## config.mk

```make
export PLATFORM = sky130hd
export DESIGN_NAME = apb_mem_top
export DESIGN_NICKNAME = d
export VERILOG_FILES = /design/src/hw/mem_pkg.sv /design/src/hw/apb_map_pkg.sv /design/src/hw/sram_1rw_sync.sv /design/src/hw/mem_clear_engine.sv /design/src/hw/mem_stats.sv /design/src/hw/apb_mem_front.sv /design/src/hw/apb_mem_top.sv
export SDC_FILE = /design/constraint.sdc
export NUM_CORES = 2
export LEC_CHECK = 0
export ABC_AREA = 1
export BUFFER_PORTS_ARGS = -buffer_cell sky130_fd_sc_hd__buf_4
export CELL_PAD_IN_SITES_DETAIL_PLACEMENT = 0
export CELL_PAD_IN_SITES_GLOBAL_PLACEMENT = 2
export CORE_MARGIN = 2
export CORE_UTILIZATION = 42
export DETAILED_ROUTE_END_ITERATION = 8
export PLACE_DENSITY = 0.88
export SLEW_MARGIN = 10
export SYNTH_ARGS = -nofsm -noshare
export SYNTH_HDL_FRONTEND = slang
export SYNTH_SLANG_ARGS = --single-unit
export TNS_END_PERCENT = 30
```

## constraint.sdc

```tcl
create_clock -name clk -period 4.1 [get_ports clk]
set_input_delay 0.41 -clock clk [delete_from_list [all_inputs] [get_ports clk]]
set_output_delay 0.41 -clock clk [all_outputs]
set_load 0.1 [all_outputs]
```

## src/hw/mem_pkg.sv

```systemverilog
package mem_pkg;

	// ##########################################################
	// scratchpad geometry.
	// ##########################################################

	localparam int mem_data_nbits  = 32;
	localparam int mem_num_entries = 64;
	localparam int mem_addr_nbits  = $clog2(mem_num_entries);
	localparam int mem_nbytes      = mem_data_nbits / 8;  // one enable per byte lane.

	typedef logic [mem_data_nbits-1:0] mem_word_t;

endpackage

```

## src/hw/apb_map_pkg.sv

```systemverilog
package apb_map_pkg;

	localparam int apb_addr_nbits = 12;
	localparam int apb_data_nbits = 32;

	// ##########################################################
	// address map, byte offsets on paddr.
	// ##########################################################

	localparam logic [apb_addr_nbits-1:0] mem_window_base = 12'h000;
	localparam logic [apb_addr_nbits-1:0] mem_window_size = 12'h100;  // 64 words.

	localparam logic [apb_addr_nbits-1:0] reg_ctrl      = 12'h100;  // bit 0 starts a clear.
	localparam logic [apb_addr_nbits-1:0] reg_status    = 12'h104;  // bit 0 is busy.
	localparam logic [apb_addr_nbits-1:0] reg_wr_count  = 12'h108;
	localparam logic [apb_addr_nbits-1:0] reg_rd_count  = 12'h10C;
	localparam logic [apb_addr_nbits-1:0] reg_err_count = 12'h110;

	// statistics counters.
	localparam int stat_nbits = 16;

endpackage

```

## src/hw/sram_1rw_sync.sv

```systemverilog
module sram_1rw_sync
	import mem_pkg::*;
(
	input  logic                      clk,
	input  logic                      read_en,
	input  logic [mem_addr_nbits-1:0] addr,
	output mem_word_t                 read_data,
	input  logic                      write_en,
	input  logic [mem_nbytes-1:0]     byte_en,
	input  mem_word_t                 write_data
);

	mem_word_t mem [mem_num_entries];

	// registered read, one cycle of latency.
	always_ff @(posedge clk) begin
		if (read_en)
			read_data <= mem[addr];
	end

	// each lane is written only when its enable is set.
	always_ff @(posedge clk) begin
		if (write_en) begin
			for (int i = 0; i < mem_nbytes; i++) begin
				if (byte_en[i])
					mem[addr][i*8 +: 8] <= write_data[i*8 +: 8];
			end
		end
	end

endmodule

```

## src/hw/mem_clear_engine.sv

```systemverilog
module mem_clear_engine
	import mem_pkg::*;
(
	input  logic                      clk,
	input  logic                      rst_n,
	input  logic                      start,
	output logic                      busy,
	output logic                      req,
	output logic [mem_addr_nbits-1:0] addr
);

	localparam logic [mem_addr_nbits-1:0] last_addr = mem_addr_nbits'(mem_num_entries - 1);

	// a zero word is written at every address while busy.
	assign req = busy;

	always_ff @(posedge clk) begin
		if (!rst_n) begin
			busy <= 1'b0;
			addr <= '0;
		end else if (busy) begin
			addr <= addr + 1'b1;
			if (addr == last_addr)
				busy <= 1'b0;  // last address written on this edge.
		end else if (start) begin
			busy <= 1'b1;
			addr <= '0;
		end
	end

endmodule

```

## src/hw/mem_stats.sv

```systemverilog
module mem_stats
	import apb_map_pkg::*;
(
	input  logic                  clk,
	input  logic                  rst_n,
	input  logic                  ev_mem_write,
	input  logic                  ev_mem_read,
	input  logic                  ev_error,
	output logic [stat_nbits-1:0] wr_count,
	output logic [stat_nbits-1:0] rd_count,
	output logic [stat_nbits-1:0] err_count
);

	// holds at all ones instead of wrapping.
	function automatic logic [stat_nbits-1:0] sat_inc(input logic [stat_nbits-1:0] cnt);
		if (&cnt)
			return cnt;
		return cnt + 1'b1;
	endfunction

	always_ff @(posedge clk) begin
		if (!rst_n) begin
			wr_count  <= '0;
			rd_count  <= '0;
			err_count <= '0;
		end else begin
			if (ev_mem_write)
				wr_count <= sat_inc(wr_count);
			if (ev_mem_read)
				rd_count <= sat_inc(rd_count);
			if (ev_error)
				err_count <= sat_inc(err_count);
		end
	end

endmodule

```

## src/hw/apb_mem_front.sv

```systemverilog
module apb_mem_front
	import mem_pkg::*;
	import apb_map_pkg::*;
(
	input  logic                        clk,
	input  logic                        rst_n,
	// apb slave.
	input  logic [apb_addr_nbits-1:0]   paddr,
	input  logic                        psel,
	input  logic                        penable,
	input  logic                        pwrite,
	input  logic [apb_data_nbits-1:0]   pwdata,
	input  logic [apb_data_nbits/8-1:0] pstrb,
	output logic [apb_data_nbits-1:0]   prdata,
	output logic                        pready,
	output logic                        pslverr,
	// sram port.
	output logic                        sram_read_en,
	output logic                        sram_write_en,
	output logic [mem_addr_nbits-1:0]   sram_addr,
	output logic [mem_nbytes-1:0]       sram_byte_en,
	output mem_word_t                   sram_write_data,
	input  mem_word_t                   sram_read_data,
	// clear engine.
	input  logic                        clr_busy,
	input  logic                        clr_req,
	input  logic [mem_addr_nbits-1:0]   clr_addr,
	output logic                        clear_start,
	// statistics.
	output logic                        ev_mem_write,
	output logic                        ev_mem_read,
	output logic                        ev_error,
	input  logic [stat_nbits-1:0]       wr_count,
	input  logic [stat_nbits-1:0]       rd_count,
	input  logic [stat_nbits-1:0]       err_count
);

	typedef enum logic {
		rd_idle,
		rd_wait
	} rd_state_t;

	rd_state_t rd_state;
	rd_state_t rd_state_next;

	logic                      access;
	logic [apb_addr_nbits-1:0] mem_offset;
	logic                      in_mem;
	logic                      is_ctrl;
	logic                      is_status;
	logic                      is_wr_cnt;
	logic                      is_rd_cnt;
	logic                      is_err_cnt;
	logic                      ro_reg;
	logic                      dec_err;
	logic                      mem_rd_issue;

	// ##########################################################
	// address decode
	// ##########################################################

	assign access     = psel && penable;
	assign mem_offset = paddr - mem_window_base;
	assign in_mem     = mem_offset < mem_window_size;  // wrap also rejects paddr below base.

	assign is_ctrl    = paddr == reg_ctrl;
	assign is_status  = paddr == reg_status;
	assign is_wr_cnt  = paddr == reg_wr_count;
	assign is_rd_cnt  = paddr == reg_rd_count;
	assign is_err_cnt = paddr == reg_err_count;
	assign ro_reg     = is_status || is_wr_cnt || is_rd_cnt || is_err_cnt;

	// unmapped space, or a write to a read-only register.
	assign dec_err = !in_mem && !is_ctrl && !(ro_reg && !pwrite);

	// ##########################################################
	// read wait state
	// ##########################################################

	assign mem_rd_issue = access && in_mem && !pwrite && !clr_busy && (rd_state == rd_idle);

	always_comb begin
		rd_state_next = rd_state;
		case (rd_state)
			rd_idle: begin
				if (mem_rd_issue)
					rd_state_next = rd_wait;
			end
			rd_wait: rd_state_next = rd_idle;  // data is on read_data now.
			default: rd_state_next = rd_idle;
		endcase
	end

	always_ff @(posedge clk) begin
		if (!rst_n)
			rd_state <= rd_idle;
		else
			rd_state <= rd_state_next;
	end

	// ##########################################################
	// sram port, owned by the engine while a clear runs
	// ##########################################################

	always_comb begin
		if (clr_busy) begin
			sram_read_en    = 1'b0;
			sram_write_en   = clr_req;
			sram_addr       = clr_addr;
			sram_byte_en    = '1;
			sram_write_data = '0;
		end else begin
			sram_read_en    = mem_rd_issue;
			sram_write_en   = access && in_mem && pwrite;
			sram_addr       = mem_offset[mem_addr_nbits+1:2];
			sram_byte_en    = pstrb;
			sram_write_data = pwdata;
		end
	end

	// ##########################################################
	// response
	// ##########################################################

	always_comb begin
		pready = 1'b0;
		if (access) begin
			if (!in_mem)
				pready = 1'b1;  // registers and errors never wait.
			else if (pwrite)
				pready = !clr_busy;
			else
				pready = rd_state == rd_wait;
		end
	end

	assign pslverr = access && dec_err;

	always_comb begin
		prdata = '0;
		if (in_mem)
			prdata = sram_read_data;
		else if (is_status)
			prdata = apb_data_nbits'(clr_busy);
		else if (is_wr_cnt)
			prdata = apb_data_nbits'(wr_count);
		else if (is_rd_cnt)
			prdata = apb_data_nbits'(rd_count);
		else if (is_err_cnt)
			prdata = apb_data_nbits'(err_count);
	end

	// strobes are high in the cycle that ends with the completing edge.
	assign ev_mem_write = access && in_mem && pwrite && !clr_busy;
	assign ev_mem_read  = access && in_mem && !pwrite && (rd_state == rd_wait);
	assign ev_error     = access && dec_err;
	assign clear_start  = access && pwrite && is_ctrl && pwdata[0];

endmodule

```

## src/hw/apb_mem_top.sv

```systemverilog
module apb_mem_top
	import mem_pkg::*;
	import apb_map_pkg::*;
(
	input  logic                        clk,
	input  logic                        rst_n,
	input  logic [apb_addr_nbits-1:0]   paddr,
	input  logic                        psel,
	input  logic                        penable,
	input  logic                        pwrite,
	input  logic [apb_data_nbits-1:0]   pwdata,
	input  logic [apb_data_nbits/8-1:0] pstrb,
	output logic [apb_data_nbits-1:0]   prdata,
	output logic                        pready,
	output logic                        pslverr
);

	logic                      sram_read_en;
	logic                      sram_write_en;
	logic [mem_addr_nbits-1:0] sram_addr;
	logic [mem_nbytes-1:0]     sram_byte_en;
	mem_word_t                 sram_write_data;
	mem_word_t                 sram_read_data;

	logic                      clr_busy;
	logic                      clr_req;
	logic [mem_addr_nbits-1:0] clr_addr;
	logic                      clear_start;

	logic                      ev_mem_write;
	logic                      ev_mem_read;
	logic                      ev_error;
	logic [stat_nbits-1:0]     wr_count;
	logic [stat_nbits-1:0]     rd_count;
	logic [stat_nbits-1:0]     err_count;

	// ##########################################################
	// request side
	// ##########################################################

	apb_mem_front u_front (
		.clk             (clk),
		.rst_n           (rst_n),
		.paddr           (paddr),
		.psel            (psel),
		.penable         (penable),
		.pwrite          (pwrite),
		.pwdata          (pwdata),
		.pstrb           (pstrb),
		.prdata          (prdata),
		.pready          (pready),
		.pslverr         (pslverr),
		.sram_read_en    (sram_read_en),
		.sram_write_en   (sram_write_en),
		.sram_addr       (sram_addr),
		.sram_byte_en    (sram_byte_en),
		.sram_write_data (sram_write_data),
		.sram_read_data  (sram_read_data),
		.clr_busy        (clr_busy),
		.clr_req         (clr_req),
		.clr_addr        (clr_addr),
		.clear_start     (clear_start),
		.ev_mem_write    (ev_mem_write),
		.ev_mem_read     (ev_mem_read),
		.ev_error        (ev_error),
		.wr_count        (wr_count),
		.rd_count        (rd_count),
		.err_count       (err_count)
	);

	mem_clear_engine u_clear (
		.clk   (clk),
		.rst_n (rst_n),
		.start (clear_start),
		.busy  (clr_busy),
		.req   (clr_req),
		.addr  (clr_addr)
	);

	// ##########################################################
	// storage and statistics
	// ##########################################################

	sram_1rw_sync u_sram (
		.clk        (clk),
		.read_en    (sram_read_en),
		.addr       (sram_addr),
		.read_data  (sram_read_data),
		.write_en   (sram_write_en),
		.byte_en    (sram_byte_en),
		.write_data (sram_write_data)
	);

	mem_stats u_stats (
		.clk          (clk),
		.rst_n        (rst_n),
		.ev_mem_write (ev_mem_write),
		.ev_mem_read  (ev_mem_read),
		.ev_error     (ev_error),
		.wr_count     (wr_count),
		.rd_count     (rd_count),
		.err_count    (err_count)
	);

endmodule

```

Word-level counts from Yosys, hierarchy flattened

Memories as Yosys holds them, arrays and structs flattened. A register that Yosys moved wholly into a read port is not among the register bits.
Cells that the tools add are included.

Register bits: 56
Memory bits (writable): 2048
Input bits: 53
Output and inout port bits: 34
Logic and storage cells: 96
Memories: 1

Memories:

| memory     | depth | width | rd ports | clocked after Yosys merged registers in | wr ports | RTL line            | source |
|---|---|---|---|---|---|---|---|
| u_sram.mem | 64    | 32    | 1        | 1                                       | 1        | sram_1rw_sync.sv:13 | `mem_word_t mem [mem_num_entries];` |

$add $sub $neg: 4
Magnitude comparators: 1
Equality and inequality tests: 9
Mux-type cells: 44
Bitwise gates (word level): 1
Reductions and logical operators: 30

Operators by type and width:

| kind                  | count |
|---|---|
| $mux 32               | 5 |
| $mux 16               | 4 |
| $eq 12x9->1 const B   | 5 |
| $add 16x1->16 const B | 3 |
| $reduce_and 16->1     | 3 |
| $mux 1                | 30 |
| $mux 6                | 3 |
| $logic_and 1x1->1     | 15 |
| $lt 12x9->1 const B   | 1 |
| $add 6x1->6 const B   | 1 |
| $eq 6x6->1 const B    | 1 |
| $ne 2x2->1 const B    | 3 |
| $reduce_and 2->1      | 3 |
| $logic_not 1->1       | 5 |
| $mux 4                | 1 |
| $logic_or 1x1->1      | 3 |
| $pmux 1 s2            | 1 |
| $reduce_bool 2->1     | 1 |
| $not 1->1             | 1 |

Depth between registers and ports, before layout

Word-level depth: 12
Gate-level depth with buffers: 17
Gate-level depth less buffers: 13

Hierarchy

Synthesis repeated with hierarchy kept, for this count alone.

Cell total of the unflattened synthesis: 9522
Area total of the unflattened synthesis: 92507.5 µm²

By module, submodules not included:

| module           | times used | cells each | area an instance (µm²) | sequential area each (µm²) |
|---|---|---|---|---|
| sram_1rw_sync    | 1          | 8723       | 88020.7                | 62459.9 |
| mem_stats        | 1          | 468        | 2839.0                 | 960.9 |
| apb_mem_front    | 1          | 276        | 1270.0                 | 20.0 |
| mem_clear_engine | 1          | 55         | 377.9                  | 140.1 |

Least setup slack after synthesis

OpenSTA, ideal clock, no wires.

Kind: input port to output port
From: input paddr[9]
To: output pslverr
Data arrival time: 3.616 ns
Data required time: 3.690 ns
Path slack: 0.074 ns
Cell stages on the path: 6
Path buffers: 1
Cells stage by stage: inv_1 -> nand3_1 -> nand3_1 -> a21oi_2 -> clkbuf_1 -> a21boi_0

Longest elaborated chain between the ends: 8
Elaborated cells on any way between the ends: 16
Classes of those cells: 1 x order compare; 5 x eq/ne; 10 x reduce/logical

Ends and longest elaborated chain:

| item                                                | RTL line             | source |
|---|---|---|
| start: declaration                                  | apb_mem_top.sv:7     | `input logic [apb_addr_nbits-1:0] paddr,` |
| branches (longest 6 deep; another with $lt 12x9->1) | n/a                  |  |
| $logic_and 1x1->1 *                                 | apb_mem_front.sv:74  | `assign dec_err = !in_mem && !is_ctrl && !(ro_reg && !pwrite);` |
| $logic_and 1x1->1 *                                 | apb_mem_front.sv:137 | `assign pslverr = access && dec_err;` |
| end: declaration                                    | apb_mem_top.sv:15    | `output logic pslverr` |

Every way passes the cells marked *.

Worst setup path after layout

From: register u_clear.busy
To: memory u_sram.mem[1][24] in the netlist's numbering, enable pin

Longest elaborated chain between the ends: 4
Elaborated cells on any way between the ends: 6
Classes of those cells: 6 x mux

Ends and longest elaborated chain:

| item                         | RTL line               | source |
|---|---|---|
| start: declaration           | mem_clear_engine.sv:7  | `output logic busy,` |
| start signal: assignment     | mem_clear_engine.sv:19 | `busy <= 1'b0;` |
| start signal: assignment     | mem_clear_engine.sv:24 | `busy <= 1'b0;` |
| start signal: assignment     | mem_clear_engine.sv:26 | `busy <= 1'b1;` |
| $mux 4                       | apb_mem_front.sv:106   | `if (clr_busy) begin` |
| $mux 1                       | sram_1rw_sync.sv:25    | `if (byte_en[i])` |
| $mux 1                       | sram_1rw_sync.sv:23    | `if (write_en) begin` |
| $mux 1 (not written as such) | sram_1rw_sync.sv:26    | `mem[addr][i*8 +: 8] <= write_data[i*8 +: 8];` |
| end: declaration             | sram_1rw_sync.sv:13    |  |

Several ways; a longest one is shown, not always the timed one.

==> impl_metrics.tcl <==
set metrics [dict create \
    setup_viol 8 \
    route.detailed.drc 0 \
    timing.rr.end "u_sram.mem[1][24]" \
    period_share_pct 100.1 \
    violations "setup timing" \
    synth_warnings 0 \
    crit_arrival_ns 4.68 \
    final_nets 9768 \
    slew_violations 0 \
    initial_core_util_pct 42.16 \
    finalCriticalPeriod_ns 4.105 \
    final_area_mm2 0.1058 \
    globalRouteOverflowTotal 0 \
    synth_cell_types 35 \
    power_density_mw_per_mm2 439.1 \
    max_cap_violations 0 \
    vias 66710 \
    fin_skew_ns 0.03257 \
    peakVddDrop_mv 0.3930 \
    worstHoldPathType "input port to flop" \
    p_leak_nw 43.74 \
    yosysTopAreaCell "edfxtp_1" \
    dp_hpwl_um 177700 \
    synth_top_area_share_pct 67.56 \
    ys.flop_type "edfxtp_1" \
    grt_usage_pct 25.81 \
    vias_per_cell 5.218 \
    worst_pin_slew_ns 1.242 \
    dr.pass1.iters 6 \
    layout-drive-gt1-share_pct 9.016 \
    die_width_um 473.2 \
    syn-num-nets 9549 \
    netlist_top_cells_count "nand2_1 (5,626), edfxtp_1 (2,080), nand3_1 (459)" \
    die_h_um 473.2 \
    critPathMaxFanout 27 \
    rsz0062_at_grt "yes" \
    regToRegSetupSlack_ns -0.005 \
    regToRegStartpoint "u_clear.busy" \
    grt_max_degree 148 \
    ys_async_sr_fraction_pct 0 \
    area_growth_pct 14.43 \
    clk_pin_slew_ns 0.06 \
    final_cells 12790 \
    max_freq_ghz 0.2436 \
    path_class "flop to flop" \
    netlist_top_cells_area "edfxtp_1 (68%), nand2_1 (23%), nand3_1 (2.5%)" \
    core_mm2 0.2193 \
    ys_seq_area_share_pct 68.77 \
    gp_congestion 0.8834 \
    fin_ws_ns -0.005235 \
    synth_edf_count 2080 \
    reg2regPathDepth 6 \
    grt_pass1_wl_um 426800 \
    finalHoldViolCount 0 \
    syn_avg_cell_area_um2 9.740 \
    drt-total-wl_um 292400 \
    numCtsBuffers 223 \
    crit_required_ns 4.67 \
    hold_depth 3 \
    die_area_mm2 0.2239 \
    synth_area_mm2 0.09245 \
    startpoint_type "flop" \
    clk_path_buf_depth 3 \
    cts_tree "done" \
    clkLatencyLatePin_ns 0.87 \
    crit_path_end_kind "flop" \
    std_cell_rows 172 \
    first_iter_violations 6989 \
    post_drt_wl_per_cell_um 22.87 \
    synth.most_common_cell "nand2_1" \
    cts.sink_count 2136 \
    antenna_left 0 \
    postPlaceCellArea_mm2 0.09867 \
    dp_cells 12350 \
    ys_seq_elements 2136 \
    whs_endpoint "u_sram.mem[1][8]" \
    syn_inst 9492 \
    ios 87 \
    root_buffer "clkbuf_16" \
    utilization_pct 48.24 \
    antenna_found_initial 15 \
    io_buffers 86 \
    grt_pass1_vias 64090 \
    max-slew-margin-rel_pct 17.17 \
    min_from "pwdata[8]" \
    htreeDepth 4 \
    status "finished with violations" \
]
## layout by cell type, fill, tap and decap left out, types with 2 or more instances in the layout
| master | instances |
|---|---|
| nand2_1 | 5621 |
| edfxtp_1 | 2080 |
| buf_4 | 470 |
| nand3_1 | 458 |
| nor2_1 | 389 |
| clkbuf_16 | 229 |
| inv_1 | 116 |
| a21oi_1 | 56 |
| dfxtp_1 | 55 |
| clkinv_1 | 53 |
| clkbuf_1 | 49 |
| clkinv_2 | 42 |
| buf_12 | 41 |
| nor2_4 | 33 |
| nor3_1 | 27 |
| nand4_1 | 24 |
| xor2_1 | 22 |
| diode_2 | 21 |
| bufinv_16 | 18 |
| nor3_2 | 16 |
| o22ai_1 | 15 |
| o21ai_0 | 12 |
| clkinvlp_4 | 11 |
| inv_2 | 4 |
| a21oi_4 | 4 |
| ha_1 | 4 |
| dlygate4sd3_1 | 4 |
| nand2_2 | 3 |
| nand2_4 | 3 |
| o21ai_1 | 3 |
| clkinv_4 | 3 |
| nand2_8 | 2 |
| inv_8 | 2 |
| a21boi_0 | 2 |
| o211ai_1 | 2 |
| or2_2 | 2 |
| inv_6 | 2 |
| clkinv_8 | 2 |
## area by class of cell
type	count	area (µm²)
Fill cell	19950	113500
Sequential cell	2136	63580
Multi-Input combinational cell	6710	26660
Clock buffer	278	5914
Timing Repair Buffer	515	4389
Tap cell	2871	3592
Clock inverter	129	1117
Inverter	125	484.2
Antenna cell	21	52.55
## metal layers
layer / vias to the layer above / wire length [µm] / global-route usage, %
li1: 31380 / - / -
met1: 32340 / 123600 / 35.16
met2: 2494 / 134200 / 40.74
met3: 483 / 21170 / 4.300
met4: 16 / 13120 / 11.45
met5: - / 306 / 0
## state kept, by name (all words and copies together) (netlist names)
| signal | cells |
|---|---|
| u_clear.addr | 6 |
| u_clear.busy | 1 |
| u_front.rd_state | 1 |
| u_sram.mem | 2048 |
| u_sram.read_data | 32 |
| u_stats.err_count | 16 |
| u_stats.rd_count | 16 |
| u_stats.wr_count | 16 |
## cells by family after synthesis
| logic type | Yosys count | synth area share (%) |
|---|---|---|
| xor+xnor | 23 | 0.2179 |
| buf+inv | 646 | 2.826 |
| fa+ha+maj | 4 | 0.05414 |
| simple gates | 6584 | 27.55 |
| compound gates | 99 | 0.5793 |
| flops | 2136 | 68.77 |
## power by group
group          switching, mW  total (mW)  leakage [nW]  internal (mW)
clock network           8.39        19.7          3.42           11.3
registers            0.00359        24.0          19.1           24.0
logic                   2.17        2.83          21.2          0.657
## critical path: stages, from the launching register on
cell and delay, ns:
dfxtp_4 0.49, o21ai_1 0.86, inv_2 0.17, nor3_2 0.70, nand2_1 0.88, nor2_1 0.44
buf_4 0.23
## worst max-delay path by stage
| stage | startpoint | endpoint | slack, ns | cells after the start |
|---|---|---|---|---|
| 4_1_cts | u_clear.busy | u_sram.mem[0][29] | 0.14 | 6 |
| 6_report | u_clear.busy | u_sram.mem[1][24] | -0.005 | 6 |
| 2_1_floorplan | paddr[9] | pslverr | 0.07 | 6 |
| 5_1_grt | u_clear.busy | u_sram.mem[1][25] | -0.04 | 7 |
| 3_3_place_gp | paddr[7] | u_sram.mem[1][31] | 0.24 | 7 |
| 3_5_place_dp | paddr[7] | u_sram.mem[0][31] | 0.18 | 7 |
## through the flow
| step | setup WS [ns] | TNS [ns] | hold WS (ns) | power (mW) |
|---|---|---|---|---|
| after floorplan | 0.07377 | 0 | 0.4401 | 26.10 |
| after global placement | 0.2443 | 0 | 0.4502 | 27.24 |
| after detailed placement | 0.1846 | 0 | 0.4554 | 27.25 |
| after CTS | 0.1424 | 0 | 0.04047 | 46.73 |
| after global routing | -0.03569 | -0.3046 | 0.1033 | 47.86 |
| final | -0.005235 | -0.03552 | 0.1083 | 46.46 |
## repair_timing
action | 4_1_cts | 5_1_grt
endpoints found under the hold margin | 17 | 0
setup buffers | 0 | 0
hold buffers | 4 | 0
gates resized for setup | 0 | 1
setup endpoints to repair | 0 | 17
Power figures use the tool's default switching activity.
